File: src/ubaPkg.sv
// Unibus adapter shared definitions
// Bus sizes, slot map, request and response words, NXD timer states

package ubaPkg;

   //////////////////////////////
   // Sizes
   //////////////////////////////

   // Device slots actually built
   localparam int numDevices = 4;
   // Bus data and address words
   localparam int dataWidth = 16;
   localparam int addrWidth = 16;
   // Address fields in the register view
   localparam int slotWidth = 3;
   localparam int regSelWidth = 2;
   // Programmable ack delay in each device
   localparam int delayWidth = 4;
   // Index of one device slot
   localparam int devIdxWidth = $clog2(numDevices);

   // Adapter's own CSR lives in the top slot, slots 4..6 stay empty
   localparam logic [slotWidth-1:0] statusSlot = 3'd7;

   // NULL state plus ten count states
   localparam int nxdLimit = 11;

   // Device n answers a WRU poll with vectorBase + 4n
   localparam logic [dataWidth-1:0] vectorBase = 16'o000300;

   //////////////////////////////
   // Address word
   //////////////////////////////

   // Register access view
   typedef struct packed {
      logic [slotWidth-1:0] slot;
      logic [regSelWidth-1:0] register;
      logic [addrWidth-slotWidth-regSelWidth-1:0] rsvd;
   } ubaRegViewT;

   // WRU poll view, one mask bit per device level
   typedef struct packed {
      logic [numDevices-1:0] levelMask;
      logic [addrWidth-numDevices-1:0] rsvd;
   } ubaWruViewT;

   // Same address bits, read one of two ways
   typedef union packed {
      ubaRegViewT regView;
      ubaWruViewT wruView;
   } ubaAddrT;

   //////////////////////////////
   // Bus words
   //////////////////////////////

   typedef struct packed {
      ubaAddrT addr;
      logic write;
      logic wru;
      logic [dataWidth-1:0] wdata;
   } ubaReqT;

   typedef struct packed {
      logic ack;
      logic [dataWidth-1:0] rdata;
   } ubaRspT;

   // Timer states, count states run 1..10
   typedef enum logic [3:0] {
      stNull, stCnt0, stCnt1, stCnt2, stCnt3, stCnt4,
      stCnt5, stCnt6, stCnt7, stCnt8, stCnt9, stNxd, stAck
   } nxdStateT;

endpackage
File: src/ubaTop.sv
// Unibus adapter slice top level
// Decoder, four devices, response collector, CSR and NXD timer

`timescale 1ns/10ps

module ubaTop (
   input  logic clk,
   input  logic rst,
   input  logic busReq,
   input  ubaPkg::ubaReqT busReqWord,
   output logic busAck,
   output ubaPkg::ubaRspT busRsp,
   output logic nxd,
   output logic [ubaPkg::numDevices-1:0] intReq
);

   logic [ubaPkg::numDevices-1:0] devReq;
   logic staReq;
   logic wruReq;
   logic wruAck;
   logic setNxd;
   logic [ubaPkg::dataWidth-1:0] wruVector;
   ubaPkg::ubaRspT slotRsp [ubaPkg::numDevices];
   ubaPkg::ubaRspT devRsp;
   ubaPkg::ubaRspT staRsp;

   ubaDecode decode0 (
      .busReq(busReq), .busReqWord(busReqWord),
      .devReq(devReq), .staReq(staReq), .wruReq(wruReq)
   );

   //////////////////////////////
   // Device slots
   //////////////////////////////

   for (genvar i = 0; i < ubaPkg::numDevices; i++)
   begin : gDev
      ubaDevice dev (
         .clk(clk), .rst(rst), .req(devReq[i]), .reqWord(busReqWord),
         .rsp(slotRsp[i]), .intr(intReq[i])
      );
   end

   ubaCollect collect0 (
      .devRsp(slotRsp), .devIntr(intReq), .reqWord(busReqWord), .wruReq(wruReq),
      .rsp(devRsp), .wruAck(wruAck), .wruVector(wruVector)
   );

   ubaStatus status0 (
      .clk(clk), .rst(rst), .req(staReq), .reqWord(busReqWord),
      .setNxd(setNxd), .rsp(staRsp)
   );

   // Any device slot counts as a device request
   ubaNxd nxd0 (
      .clk(clk), .rst(rst), .busReq(busReq),
      .ubaReq(staReq), .ubaAck(staRsp.ack),
      .devReq(|devReq), .devAck(devRsp.ack),
      .wruReq(wruReq), .wruAck(wruAck),
      .busAck(busAck), .setNxd(setNxd)
   );

   //////////////////////////////
   // Bus response
   //////////////////////////////

   // Only the acking responder drives nonzero data
   always_comb
   begin
      busRsp.ack   = busAck;
      busRsp.rdata = devRsp.rdata | staRsp.rdata | wruVector;
   end

   assign nxd = setNxd;

endmodule

File: src/ubaStatus.sv
// Unibus adapter control/status register
// Sticky NXD flag in bit 0, scratch field in bits 7..4

`timescale 1ns/10ps

module ubaStatus (
   input  logic clk,
   input  logic rst,
   input  logic req,
   input  ubaPkg::ubaReqT reqWord,
   input  logic setNxd,
   output ubaPkg::ubaRspT rsp
);

   logic nxdFlag;
   logic [3:0] scratch;
   logic served;
   logic wrStrobe;
   logic [ubaPkg::dataWidth-1:0] readVal;

   // Acked in the request cycle, written once
   assign wrStrobe = req & ~served & reqWord.write;

   always_ff @(posedge clk or posedge rst)
   begin
      if (rst)
      begin
         nxdFlag <= 1'b0;
         scratch <= '0;
         served  <= 1'b0;
      end
      else
      begin
         served <= req;
         // Timeout beats a clear in the same cycle
         if (setNxd)
            nxdFlag <= 1'b1;
         else if (wrStrobe && reqWord.wdata[0])
            nxdFlag <= 1'b0;
         if (wrStrobe)
            scratch <= reqWord.wdata[7:4];
      end
   end

   always_comb
   begin
      readVal      = '0;
      readVal[0]   = nxdFlag;
      readVal[7:4] = scratch;
      rsp.ack      = req;
      rsp.rdata    = req ? readVal : '0;
   end

endmodule

File: src/ubaNxd.sv
// Unibus non-existent device timer
// Waits up to eleven cycles for the selected ack, then either
// acknowledges the bus or pulses NXD for one cycle

`timescale 1ns/10ps

module ubaNxd (
   input  logic clk,
   input  logic rst,
   input  logic busReq,
   input  logic ubaReq,
   input  logic ubaAck,
   input  logic devReq,
   input  logic devAck,
   input  logic wruReq,
   input  logic wruAck,
   output logic busAck,
   output logic setNxd
);

   ubaPkg::nxdStateT state;
   // Adapter CSR addressed rather than a device
   logic uba;
   logic selAck;

   assign selAck = uba ? ubaAck : devAck;

   always_ff @(posedge clk or posedge rst)
   begin
      if (rst)
      begin
         uba   <= 1'b0;
         state <= ubaPkg::stNull;
      end
      else
      begin
         case (state)
            ubaPkg::stNull:
            begin
               // CSR first, then devices, then WRU
               if (busReq & ubaReq)
               begin
                  uba   <= 1'b1;
                  state <= ubaAck ? ubaPkg::stAck : ubaPkg::stCnt0;
               end
               else if (busReq & devReq)
               begin
                  uba   <= 1'b0;
                  state <= devAck ? ubaPkg::stAck : ubaPkg::stCnt0;
               end
               // Empty slot has no responder and runs into NXD
               else if (busReq & ~wruReq)
               begin
                  uba   <= 1'b0;
                  state <= ubaPkg::stCnt0;
               end
               // Unmatched WRU just waits here
               else if (busReq & wruReq & wruAck)
                  state <= ubaPkg::stAck;
            end
            // Hold until the master lets go
            ubaPkg::stAck:
               if (!busReq)
                  state <= ubaPkg::stNull;
            ubaPkg::stNxd:
               state <= ubaPkg::stNull;
            // Count states
            default:
               if (selAck)
                  state <= ubaPkg::stAck;
               else if (state == ubaPkg::nxdStateT'(ubaPkg::nxdLimit - 1))
                  state <= ubaPkg::stNxd;
               else
                  state <= ubaPkg::nxdStateT'(state + 1'b1);
         endcase
      end
   end

   assign setNxd = (state == ubaPkg::stNxd);
   assign busAck = (state == ubaPkg::stAck) & busReq;

   nxdOnePulse : assert property (@(posedge clk) disable iff (rst) setNxd |=> !setNxd)
      else $error("ubaNxd: NXD longer than one cycle");
   // busAck only opens after some responder acked
   ackAfterResp : assert property (@(posedge clk) disable iff (rst)
      $rose(busAck) |-> $past(ubaAck | devAck | wruAck))
      else $error("ubaNxd: busAck without a responder ack");

endmodule

File: src/ubaCollect.sv
// Unibus response collector
// ORs the device responses and answers WRU polls with the
// vector of the lowest pending device inside the level mask

`timescale 1ns/10ps

module ubaCollect (
   input  ubaPkg::ubaRspT devRsp [ubaPkg::numDevices],
   input  logic [ubaPkg::numDevices-1:0] devIntr,
   input  ubaPkg::ubaReqT reqWord,
   input  logic wruReq,
   output ubaPkg::ubaRspT rsp,
   output logic wruAck,
   output logic [ubaPkg::dataWidth-1:0] wruVector
);

   logic [ubaPkg::numDevices-1:0] pending;
   logic [ubaPkg::devIdxWidth-1:0] winner;
   logic [ubaPkg::dataWidth-1:0] vecOffset;

   //////////////////////////////
   // Register responses
   //////////////////////////////

   // Idle devices drive zero, so a plain OR merges them
   always_comb
   begin
      rsp = '0;
      for (int i = 0; i < ubaPkg::numDevices; i++)
      begin
         rsp.ack   = rsp.ack | devRsp[i].ack;
         rsp.rdata = rsp.rdata | devRsp[i].rdata;
      end
   end

   //////////////////////////////
   // WRU poll
   //////////////////////////////

   // Levels that are both raised and polled
   assign pending = devIntr & reqWord.addr.wruView.levelMask;

   // Scan downward so the lowest device wins
   always_comb
   begin
      winner = '0;
      for (int i = ubaPkg::numDevices - 1; i >= 0; i--)
      begin
         if (pending[i])
            winner = i[ubaPkg::devIdxWidth-1:0];
      end
      // Four bytes between vectors
      vecOffset = '0;
      vecOffset[ubaPkg::devIdxWidth+1:0] = {winner, 2'b00};
   end

   // No match leaves the poll unanswered
   assign wruAck = wruReq & (|pending);

   assign wruVector = wruAck ? (ubaPkg::vectorBase + vecOffset) : '0;

endmodule

File: src/ubaDevice.sv
// Unibus I/O device model
// Four plain registers, software-programmed ack delay,
// one interrupt request level

`timescale 1ns/10ps

module ubaDevice (
   input  logic clk,
   input  logic rst,
   input  logic req,
   input  ubaPkg::ubaReqT reqWord,
   output ubaPkg::ubaRspT rsp,
   output logic intr
);

   logic [ubaPkg::delayWidth-1:0] delay;
   logic [ubaPkg::delayWidth-1:0] count;
   logic [ubaPkg::regSelWidth-1:0] regSel;
   logic [ubaPkg::dataWidth-1:0] data;
   logic [ubaPkg::dataWidth-1:0] readVal;
   logic served;
   logic intCtl;
   logic ack;
   logic wrStrobe;

   assign regSel = reqWord.addr.regView.register;

   // Ack once the count reaches the delay, then hold it for the rest
   // of the request so a delay rewrite cannot drop it
   assign ack = req & (served | (count == delay));

   // Only the first ack cycle writes
   assign wrStrobe = ack & ~served & reqWord.write;

   //////////////////////////////
   // Control registers
   //////////////////////////////

   always_ff @(posedge clk or posedge rst)
   begin
      if (rst)
      begin
         count  <= '0;
         served <= 1'b0;
         delay  <= '0;
         intCtl <= 1'b0;
      end
      else
      begin
         // Counter follows the request level
         if (!req)
         begin
            count  <= '0;
            served <= 1'b0;
         end
         else if (ack)
            served <= 1'b1;
         else
            count <= count + 1'b1;

         // Reg 0 delay, reg 2 interrupt control
         if (wrStrobe && regSel == 2'd0)
            delay <= reqWord.wdata[ubaPkg::delayWidth-1:0];
         if (wrStrobe && regSel == 2'd2)
            intCtl <= reqWord.wdata[0];
      end
   end

   // Data register
   always_ff @(posedge clk)
   begin
      if (wrStrobe && regSel == 2'd1)
         data <= reqWord.wdata;
   end

   //////////////////////////////
   // Read mux
   //////////////////////////////

   always_comb
   begin
      readVal = '0;
      case (regSel)
         2'd0: readVal[ubaPkg::delayWidth-1:0] = delay;
         2'd1: readVal = data;
         2'd2: readVal[0] = intCtl;
         // Reg 3 mirrors the data inverted
         default: readVal = ~data;
      endcase
      // Read data only while acked so the collector can OR
      rsp.ack   = ack;
      rsp.rdata = ack ? readVal : '0;
   end

   assign intr = intCtl;

   // Held request keeps its ack
   devAckHeld : assert property (@(posedge clk) disable iff (rst)
      rsp.ack |=> rsp.ack || !req)
      else $error("ubaDevice: ack dropped while request held");

endmodule

File: src/ubaDecode.sv
// Unibus adapter address decoder
// Splits the bus request into per-slot device requests,
// the adapter CSR request and the WRU poll request

`timescale 1ns/10ps

module ubaDecode (
   input  logic busReq,
   input  ubaPkg::ubaReqT busReqWord,
   output logic [ubaPkg::numDevices-1:0] devReq,
   output logic staReq,
   output logic wruReq
);

   logic [ubaPkg::slotWidth-1:0] slot;
   logic regAccess;

   //////////////////////////////
   // Field extraction
   //////////////////////////////

   // Slot number from the register view
   assign slot = busReqWord.addr.regView.slot;

   // WRU flag overrides any slot decode
   assign regAccess = busReq & ~busReqWord.wru;

   //////////////////////////////
   // Request steering
   //////////////////////////////

   always_comb
   begin
      devReq = '0;
      // One level per populated slot
      for (int i = 0; i < ubaPkg::numDevices; i++)
      begin
         if (slot == i)
         begin
            devReq[i] = regAccess;
         end
      end
   end

   // Adapter's own CSR
   assign staReq = regAccess & (slot == ubaPkg::statusSlot);

   // Interrupt poll ignores the slot field
   assign wruReq = busReq & busReqWord.wru;

   // Empty slots 4..6 fall through here with no request at all,
   // which leaves the timer to raise NXD

endmodule

File: config.mk
export PLATFORM = sky130hd
export DESIGN_NAME = ubaTop
export DESIGN_NICKNAME = d
export VERILOG_FILES = /design/src/ubaPkg.sv /design/src/ubaTop.sv /design/src/ubaStatus.sv /design/src/ubaNxd.sv /design/src/ubaCollect.sv /design/src/ubaDevice.sv /design/src/ubaDecode.sv
export SDC_FILE = /design/constraint.sdc
export NUM_CORES = 1
export LEC_CHECK = 0
export ABC_AREA = 1
export BUFFER_PORTS_ARGS = -buffer_cell sky130_fd_sc_hd__buf_2
export CAP_MARGIN = 30
export CORE_ASPECT_RATIO = 0.5
export CORE_MARGIN = 2
export CORE_UTILIZATION = 50
export CTS_CLUSTER_DIAMETER = 150
export CTS_CLUSTER_SIZE = 24
export DETAILED_ROUTE_END_ITERATION = 7
export PLACE_DENSITY = 0.78
export SYNTH_ARGS = -nofsm -noshare
export SYNTH_HDL_FRONTEND = slang
export SYNTH_HIERARCHICAL = 1
export SYNTH_SLANG_ARGS = --single-unit
File: constraint.sdc
create_clock -name clk -period 5.7 [get_ports clk]
set_input_delay 1.14 -clock clk [delete_from_list [all_inputs] [get_ports clk]]
set_output_delay 1.14 -clock clk [all_outputs]
set_load 0.01 [all_outputs]
==> impl_results.html <==
<table>
<tr><th>Metric</th><th>Value</th></tr>
<tr><th colspan="2">Outcome</th></tr>
<tr><td>Status</td><td>finished, final reports clean</td></tr>
<tr><th colspan="2">GRT</th></tr>
<tr><td>Global-route wire length before repair</td><td>26310 um</td></tr>
<tr><td>Gr usage total</td><td>0.2306</td></tr>
<tr><td>Initial antenna violation count</td><td>0</td></tr>
<tr><td>Vias in the first global route</td><td>5473</td></tr>
<tr><td>Pin count of the biggest net entering global routing</td><td>59</td></tr>
<tr><td>GRT Residual Overflow</td><td>0</td></tr>
<tr><th colspan="2">Floorplan</th></tr>
<tr><td>DIE AREA</td><td>14960 um^2</td></tr>
<tr><td>Horiz. Die Dim</td><td>171.0 um</td></tr>
<tr><td>Number of rows in the core area</td><td>30</td></tr>
<tr><td>Die Span Y</td><td>87.49 um</td></tr>
<tr><td>Boundary Pins</td><td>60</td></tr>
<tr><td>Standard cell core area</td><td>13590 um^2</td></tr>
<tr><td>Effective utilization at floorplan</td><td>0.5130</td></tr>
<tr><th colspan="2">Route</th></tr>
<tr><td>Residual DRC</td><td>0</td></tr>
<tr><td>Total iterations of the first detailed-routing run</td><td>5</td></tr>
<tr><td>DRC violation total after the first TritonRoute iteration</td><td>510</td></tr>
<tr><td>Detail-routed net length per standard cell</td><td>14.54 um</td></tr>
<tr><td>Antenna viol nets, final</td><td>0</td></tr>
<tr><td>Via density per instance</td><td>5.218</td></tr>
<tr><td>WL final</td><td>16540 um</td></tr>
<tr><td>Via total after detailed routing</td><td>5933</td></tr>
<tr><th colspan="2">Power and ir drop</th></tr>
<tr><td>VDD IR-drop max</td><td>221.1 uV</td></tr>
<tr><td>Cell Pwr Density</td><td>303.7 nW/um^2</td></tr>
<tr><td>Pleak</td><td>0.003543 uW</td></tr>
<tr><th colspan="2">Clocking</th></tr>
<tr><td>Total clock buffers created by CTS</td><td>17</td></tr>
<tr><td>Clock network latency to the later pin of the worst-skew pair</td><td>410 ps</td></tr>
<tr><td>Number of setup buffers added after CTS</td><td>0</td></tr>
<tr><td>CTS clk-pin slew, worst paths</td><td>60 ps</td></tr>
<tr><td>Post-cts resize count</td><td>0</td></tr>
<tr><td>Post-CTS Hold Fix Bufs</td><td>0</td></tr>
<tr><td>Cell chosen for the clock root</td><td>sky130_fd_sc_hd__clkbuf_16</td></tr>
<tr><td>TritonCTS clock tree</td><td>built</td></tr>
<tr><td>Max clock buf depth</td><td>2</td></tr>
<tr><td>Number of sinks handled by clock tree synthesis</td><td>115</td></tr>
<tr><td>Maximum level of the CTS H-tree</td><td>4</td></tr>
<tr><th colspan="2">Cells and area</th></tr>
<tr><td>Nets</td><td>976</td></tr>
<tr><td>Share of layout cells above drive strength 1</td><td>0.1767</td></tr>
<tr><td>Total of fill cells in the finished design</td><td>1216</td></tr>
<tr><td>Final antenna diode count</td><td>0</td></tr>
<tr><td>Final non-filler cell area</td><td>7800 um^2</td></tr>
<tr><td>Area growth from synthesis to final layout</td><td>11.90%</td></tr>
<tr><th colspan="2">Placement</th></tr>
<tr><td>Half-perimeter wire length after placement</td><td>10610 um</td></tr>
<tr><td>Post-DP Area</td><td>7214 um^2</td></tr>
<tr><td>PortBufs</td><td>48</td></tr>
<tr><td>Routability cong.</td><td>0.8621</td></tr>
<tr><th colspan="2">STA</th></tr>
<tr><td>Headroom to the max-slew limit</td><td>0.3357</td></tr>
<tr><td>Fmax</td><td>0.2278 GHz</td></tr>
<tr><td>Setup skew after layout</td><td>7.768 ps</td></tr>
<tr><td>Shortest period the worst path allows</td><td>4390 ps</td></tr>
<tr><td>Fin crit share</td><td>0.7702</td></tr>
<tr><td>Least-Margin Pin Slew</td><td>996.4 ps</td></tr>
<tr><td>Setup repair after global routing missed its margin</td><td>false</td></tr>
<tr><td>Worst hold slack</td><td>477.9 ps</td></tr>
<tr><td>Final hold vios</td><td>0</td></tr>
<tr><td>Final slew viol count</td><td>0</td></tr>
<tr><td>Setup Total Neg Slack</td><td>0 ps</td></tr>
<tr><td>Final setup violation count</td><td>0</td></tr>
<tr><th colspan="2">Worst hold path</th></tr>
<tr><td>Worst Min Path Start</td><td>status0/nxdFlag</td></tr>
<tr><td>Worst min path class</td><td>flip-flop to flip-flop</td></tr>
<tr><th colspan="2">Synthesis</th></tr>
<tr><td>Sequential fraction of the synthesis area</td><td>0.4588</td></tr>
<tr><td>Post-Synthesis Cells</td><td>892</td></tr>
<tr><td>Number of distinct library cell variants in the gate-level netlist after synthesis</td><td>29</td></tr>
<tr><td>Average cell area after synthesis</td><td>7.814 um^2</td></tr>
<tr><td>Count of yosys warnings during synthesis</td><td>6</td></tr>
<tr><td>Cell Area, Synth</td><td>6970 um^2</td></tr>
<tr><td>Number of flip-flops and latches in the synthesized netlist</td><td>115</td></tr>
<tr><th colspan="2">Worst setup path</th></tr>
<tr><td>Cells along the critical path</td><td>buf_2, buf_4, a21oi_1, o21ai_0, nor2_1, nor2_1, nand2_1, nor2_1, nand2_1, buf_2</td></tr>
<tr><td>Cell type with the highest occurrence count on the critical path</td><td>sky130_fd_sc_hd__nor2_1</td></tr>
<tr><td>Startpoint class of the critical path</td><td>input pin</td></tr>
<tr><td>Max Fanout on Critical Path</td><td>58</td></tr>
<tr><td>Type of destination of the critical path</td><td>output pin</td></tr>
<tr><td>Buffer and inverter count on the worst path</td><td>3</td></tr>
<tr><td>CP Class</td><td>input pin to output pin</td></tr>
<tr><td>Launch instance of the worst register-to-register path</td><td>gDev[1].dev/count[1]</td></tr>
<tr><td>Required @ worst endpoint</td><td>4560 ps</td></tr>
<tr><td>Crit-path slowest cell</td><td>sky130_fd_sc_hd__buf_2</td></tr>
<tr><td>WP data arrival</td><td>3250 ps</td></tr>
<tr><td>Worst setup slack for register-to-register paths</td><td>3590 ps</td></tr>
<tr><td>Top cell family by delay on the critical path</td><td>buffers and inverters</td></tr>
<tr><td>Launching instance or port of the critical path</td><td>busReqWord[30]</td></tr>
<tr><td>Highest cell delay on the worst timing path</td><td>730 ps</td></tr>
<tr><th colspan="2">Run</th></tr>
<tr><td>MaxCap Viol Count</td><td>0</td></tr>
</table>
-- per-stage QoR --
stage               setup slack [ps]  std cells  power (uW)    util
floorplan                       2178        913        1231       -
global route                    1086       1137        2475  0.5740
finish                          1310       1137        2369  0.5740
detailed placement              1417       1105        1313  0.5309
CTS                             1347       1137        2374  0.5740
global placement                1487       1105        1298  0.5309
-- cell families after synthesis --
family / Yosys count / synth area share
AOI/OAI and AO/OA: 146 / 0.1195
xor gates and xnor gates: 4 / 0.005026
adders and majority gates: 7 / 0.01256
buffers and inverters: 175 / 0.1203
DFF: 115 / 0.4588
other: 2 / 0.001077
and+or+nand+nor: 443 / 0.2827
-- cell usage after synthesis --
cell type                  count  area (um^2)
sky130_fd_sc_hd__a21oi_1      49        245.2
sky130_fd_sc_hd__a221oi_1     12        105.1
sky130_fd_sc_hd__buf_2         4        20.02
sky130_fd_sc_hd__buf_4        31        232.7
sky130_fd_sc_hd__buf_6         8        90.09
sky130_fd_sc_hd__clkbuf_1     12        45.04
sky130_fd_sc_hd__conb_1        2        7.510
sky130_fd_sc_hd__dfrtp_1      51         1276
sky130_fd_sc_hd__edfxtp_1     64         1922
sky130_fd_sc_hd__ha_1          7        87.58
sky130_fd_sc_hd__inv_1       104        390.4
sky130_fd_sc_hd__inv_2        16        60.06
sky130_fd_sc_hd__nand2_1     187        701.9
sky130_fd_sc_hd__nand2_2       6        37.54
sky130_fd_sc_hd__nand2_4       8        90.09
sky130_fd_sc_hd__nand3_1      42        210.2
sky130_fd_sc_hd__nand3_2       1        10.01
sky130_fd_sc_hd__nand3_4       1        17.52
sky130_fd_sc_hd__nand4_1      15        93.84
sky130_fd_sc_hd__nor2_1      124        465.5
sky130_fd_sc_hd__nor2_2       37        231.5
sky130_fd_sc_hd__nor3_1       20        100.1
sky130_fd_sc_hd__o211ai_1      4        30.03
sky130_fd_sc_hd__o21ai_0      64        320.3
sky130_fd_sc_hd__o21ai_1       3        15.01
sky130_fd_sc_hd__o21ai_2      10        87.58
sky130_fd_sc_hd__o31ai_1       4        30.03
sky130_fd_sc_hd__or2_1         2        12.51
sky130_fd_sc_hd__xor2_1        4        35.03
-- worst paths after layout --
| path | cells past startpoint | end |
|---|---|---|
| hold reg to reg | 2 | status0/nxdFlag |
| min in group asynchronous | 2 | nxd0/uba |
| setup / recovery | 10 | busRsp[8] |
| setup reg to reg | 17 | nxd0/state[0] |
| hold / removal | 2 | status0/nxdFlag |
| max in group asynchronous | 2 | gDev[1].dev/served |
-- metal layers --
| metal | routed length, um | vias to the layer above | global-route usage | part of all wire |
|---|---|---|---|---|
| met5 | 0 | - | 0 | 0 |
| met4 | 481 | 0 | 0.1055 | 0.029 |
| met3 | 990 | 40 | 0.05361 | 0.060 |
| met2 | 7849 | 191 | 0.3908 | 0.47 |
| met1 | 7214 | 2757 | 0.2841 | 0.44 |
| li1 | - | 2945 | - | - |
-- final cells by class --
cell class / instances / area [um^2] / share of cell area
Sequential cell: 115 / 3198 / 0.4100
Multi-Input combinational cell: 623 / 3033 / 0.3888
Clock buffer: 21 / 450.4 / 0.05775
Inverter: 120 / 450.4 / 0.05775
Timing Repair Buffer: 55 / 292.8 / 0.03754
Tap cell: 192 / 240.2 / 0.03080
Clock inverter: 11 / 135.1 / 0.01732
-- power by group --
part	switching, uW	internal (uW)	total, uW
clock	371	693	1060
sequential	43.5	918	962
combinational	230	114	344
total	644	1730	2370
-- flip-flops by register name, summed over array words and instances (netlist names), 4 cells and up --
register,count
gDev.dev/data,64
gDev.dev/count,16
gDev.dev/delay,16
gDev.dev/intr,4
gDev.dev/served,4
nxd0/state,4
status0/scratch,4
-- placed cells by master (no fill, tap or decap) --
cell                         count
sky130_fd_sc_hd__a21oi_1        49
sky130_fd_sc_hd__a221oi_1       12
sky130_fd_sc_hd__buf_2          48
sky130_fd_sc_hd__buf_4           7
sky130_fd_sc_hd__bufinv_16       3
sky130_fd_sc_hd__clkbuf_1        3
sky130_fd_sc_hd__clkbuf_16      17
sky130_fd_sc_hd__clkbuf_8        1
sky130_fd_sc_hd__clkinv_2        6
sky130_fd_sc_hd__clkinvlp_4      2
sky130_fd_sc_hd__conb_1         23
sky130_fd_sc_hd__dfrtp_1        51
sky130_fd_sc_hd__edfxtp_1       64
sky130_fd_sc_hd__ha_1            7
sky130_fd_sc_hd__inv_1         104
sky130_fd_sc_hd__inv_2          16
sky130_fd_sc_hd__nand2_1       187
sky130_fd_sc_hd__nand2_2         6
sky130_fd_sc_hd__nand2_4         8
sky130_fd_sc_hd__nand3_1        42
sky130_fd_sc_hd__nand3_2         1
sky130_fd_sc_hd__nand3_4         1
sky130_fd_sc_hd__nand4_1        15
sky130_fd_sc_hd__nor2_1        124
sky130_fd_sc_hd__nor2_2         37
sky130_fd_sc_hd__nor3_1         16
sky130_fd_sc_hd__nor3_2          4
sky130_fd_sc_hd__o211ai_1        4
sky130_fd_sc_hd__o21ai_0        64
sky130_fd_sc_hd__o21ai_1         3
sky130_fd_sc_hd__o21ai_2        10
sky130_fd_sc_hd__o31ai_1         4
sky130_fd_sc_hd__or2_1           2
sky130_fd_sc_hd__xor2_1          4
-- worst register-to-register path, cell delays in order (launching register included) --
cell and delay, ps:
sky130_fd_sc_hd__dfrtp_1 430, sky130_fd_sc_hd__inv_2 90, sky130_fd_sc_hd__nand2_1 60, sky130_fd_sc_hd__nand2_1 100
sky130_fd_sc_hd__nor2_1 80, sky130_fd_sc_hd__nand2_2 90, sky130_fd_sc_hd__nand2_4 80, sky130_fd_sc_hd__nand2_4 290
sky130_fd_sc_hd__inv_1 80, sky130_fd_sc_hd__nor2_1 100, sky130_fd_sc_hd__nand2_1 80, sky130_fd_sc_hd__inv_1 60
sky130_fd_sc_hd__nand2_1 50, sky130_fd_sc_hd__nand2_1 110, sky130_fd_sc_hd__inv_1 60, sky130_fd_sc_hd__nor2_1 150
sky130_fd_sc_hd__nand2_1 90, sky130_fd_sc_hd__nand3_1 90
Power figures use the tool's default switching activity.
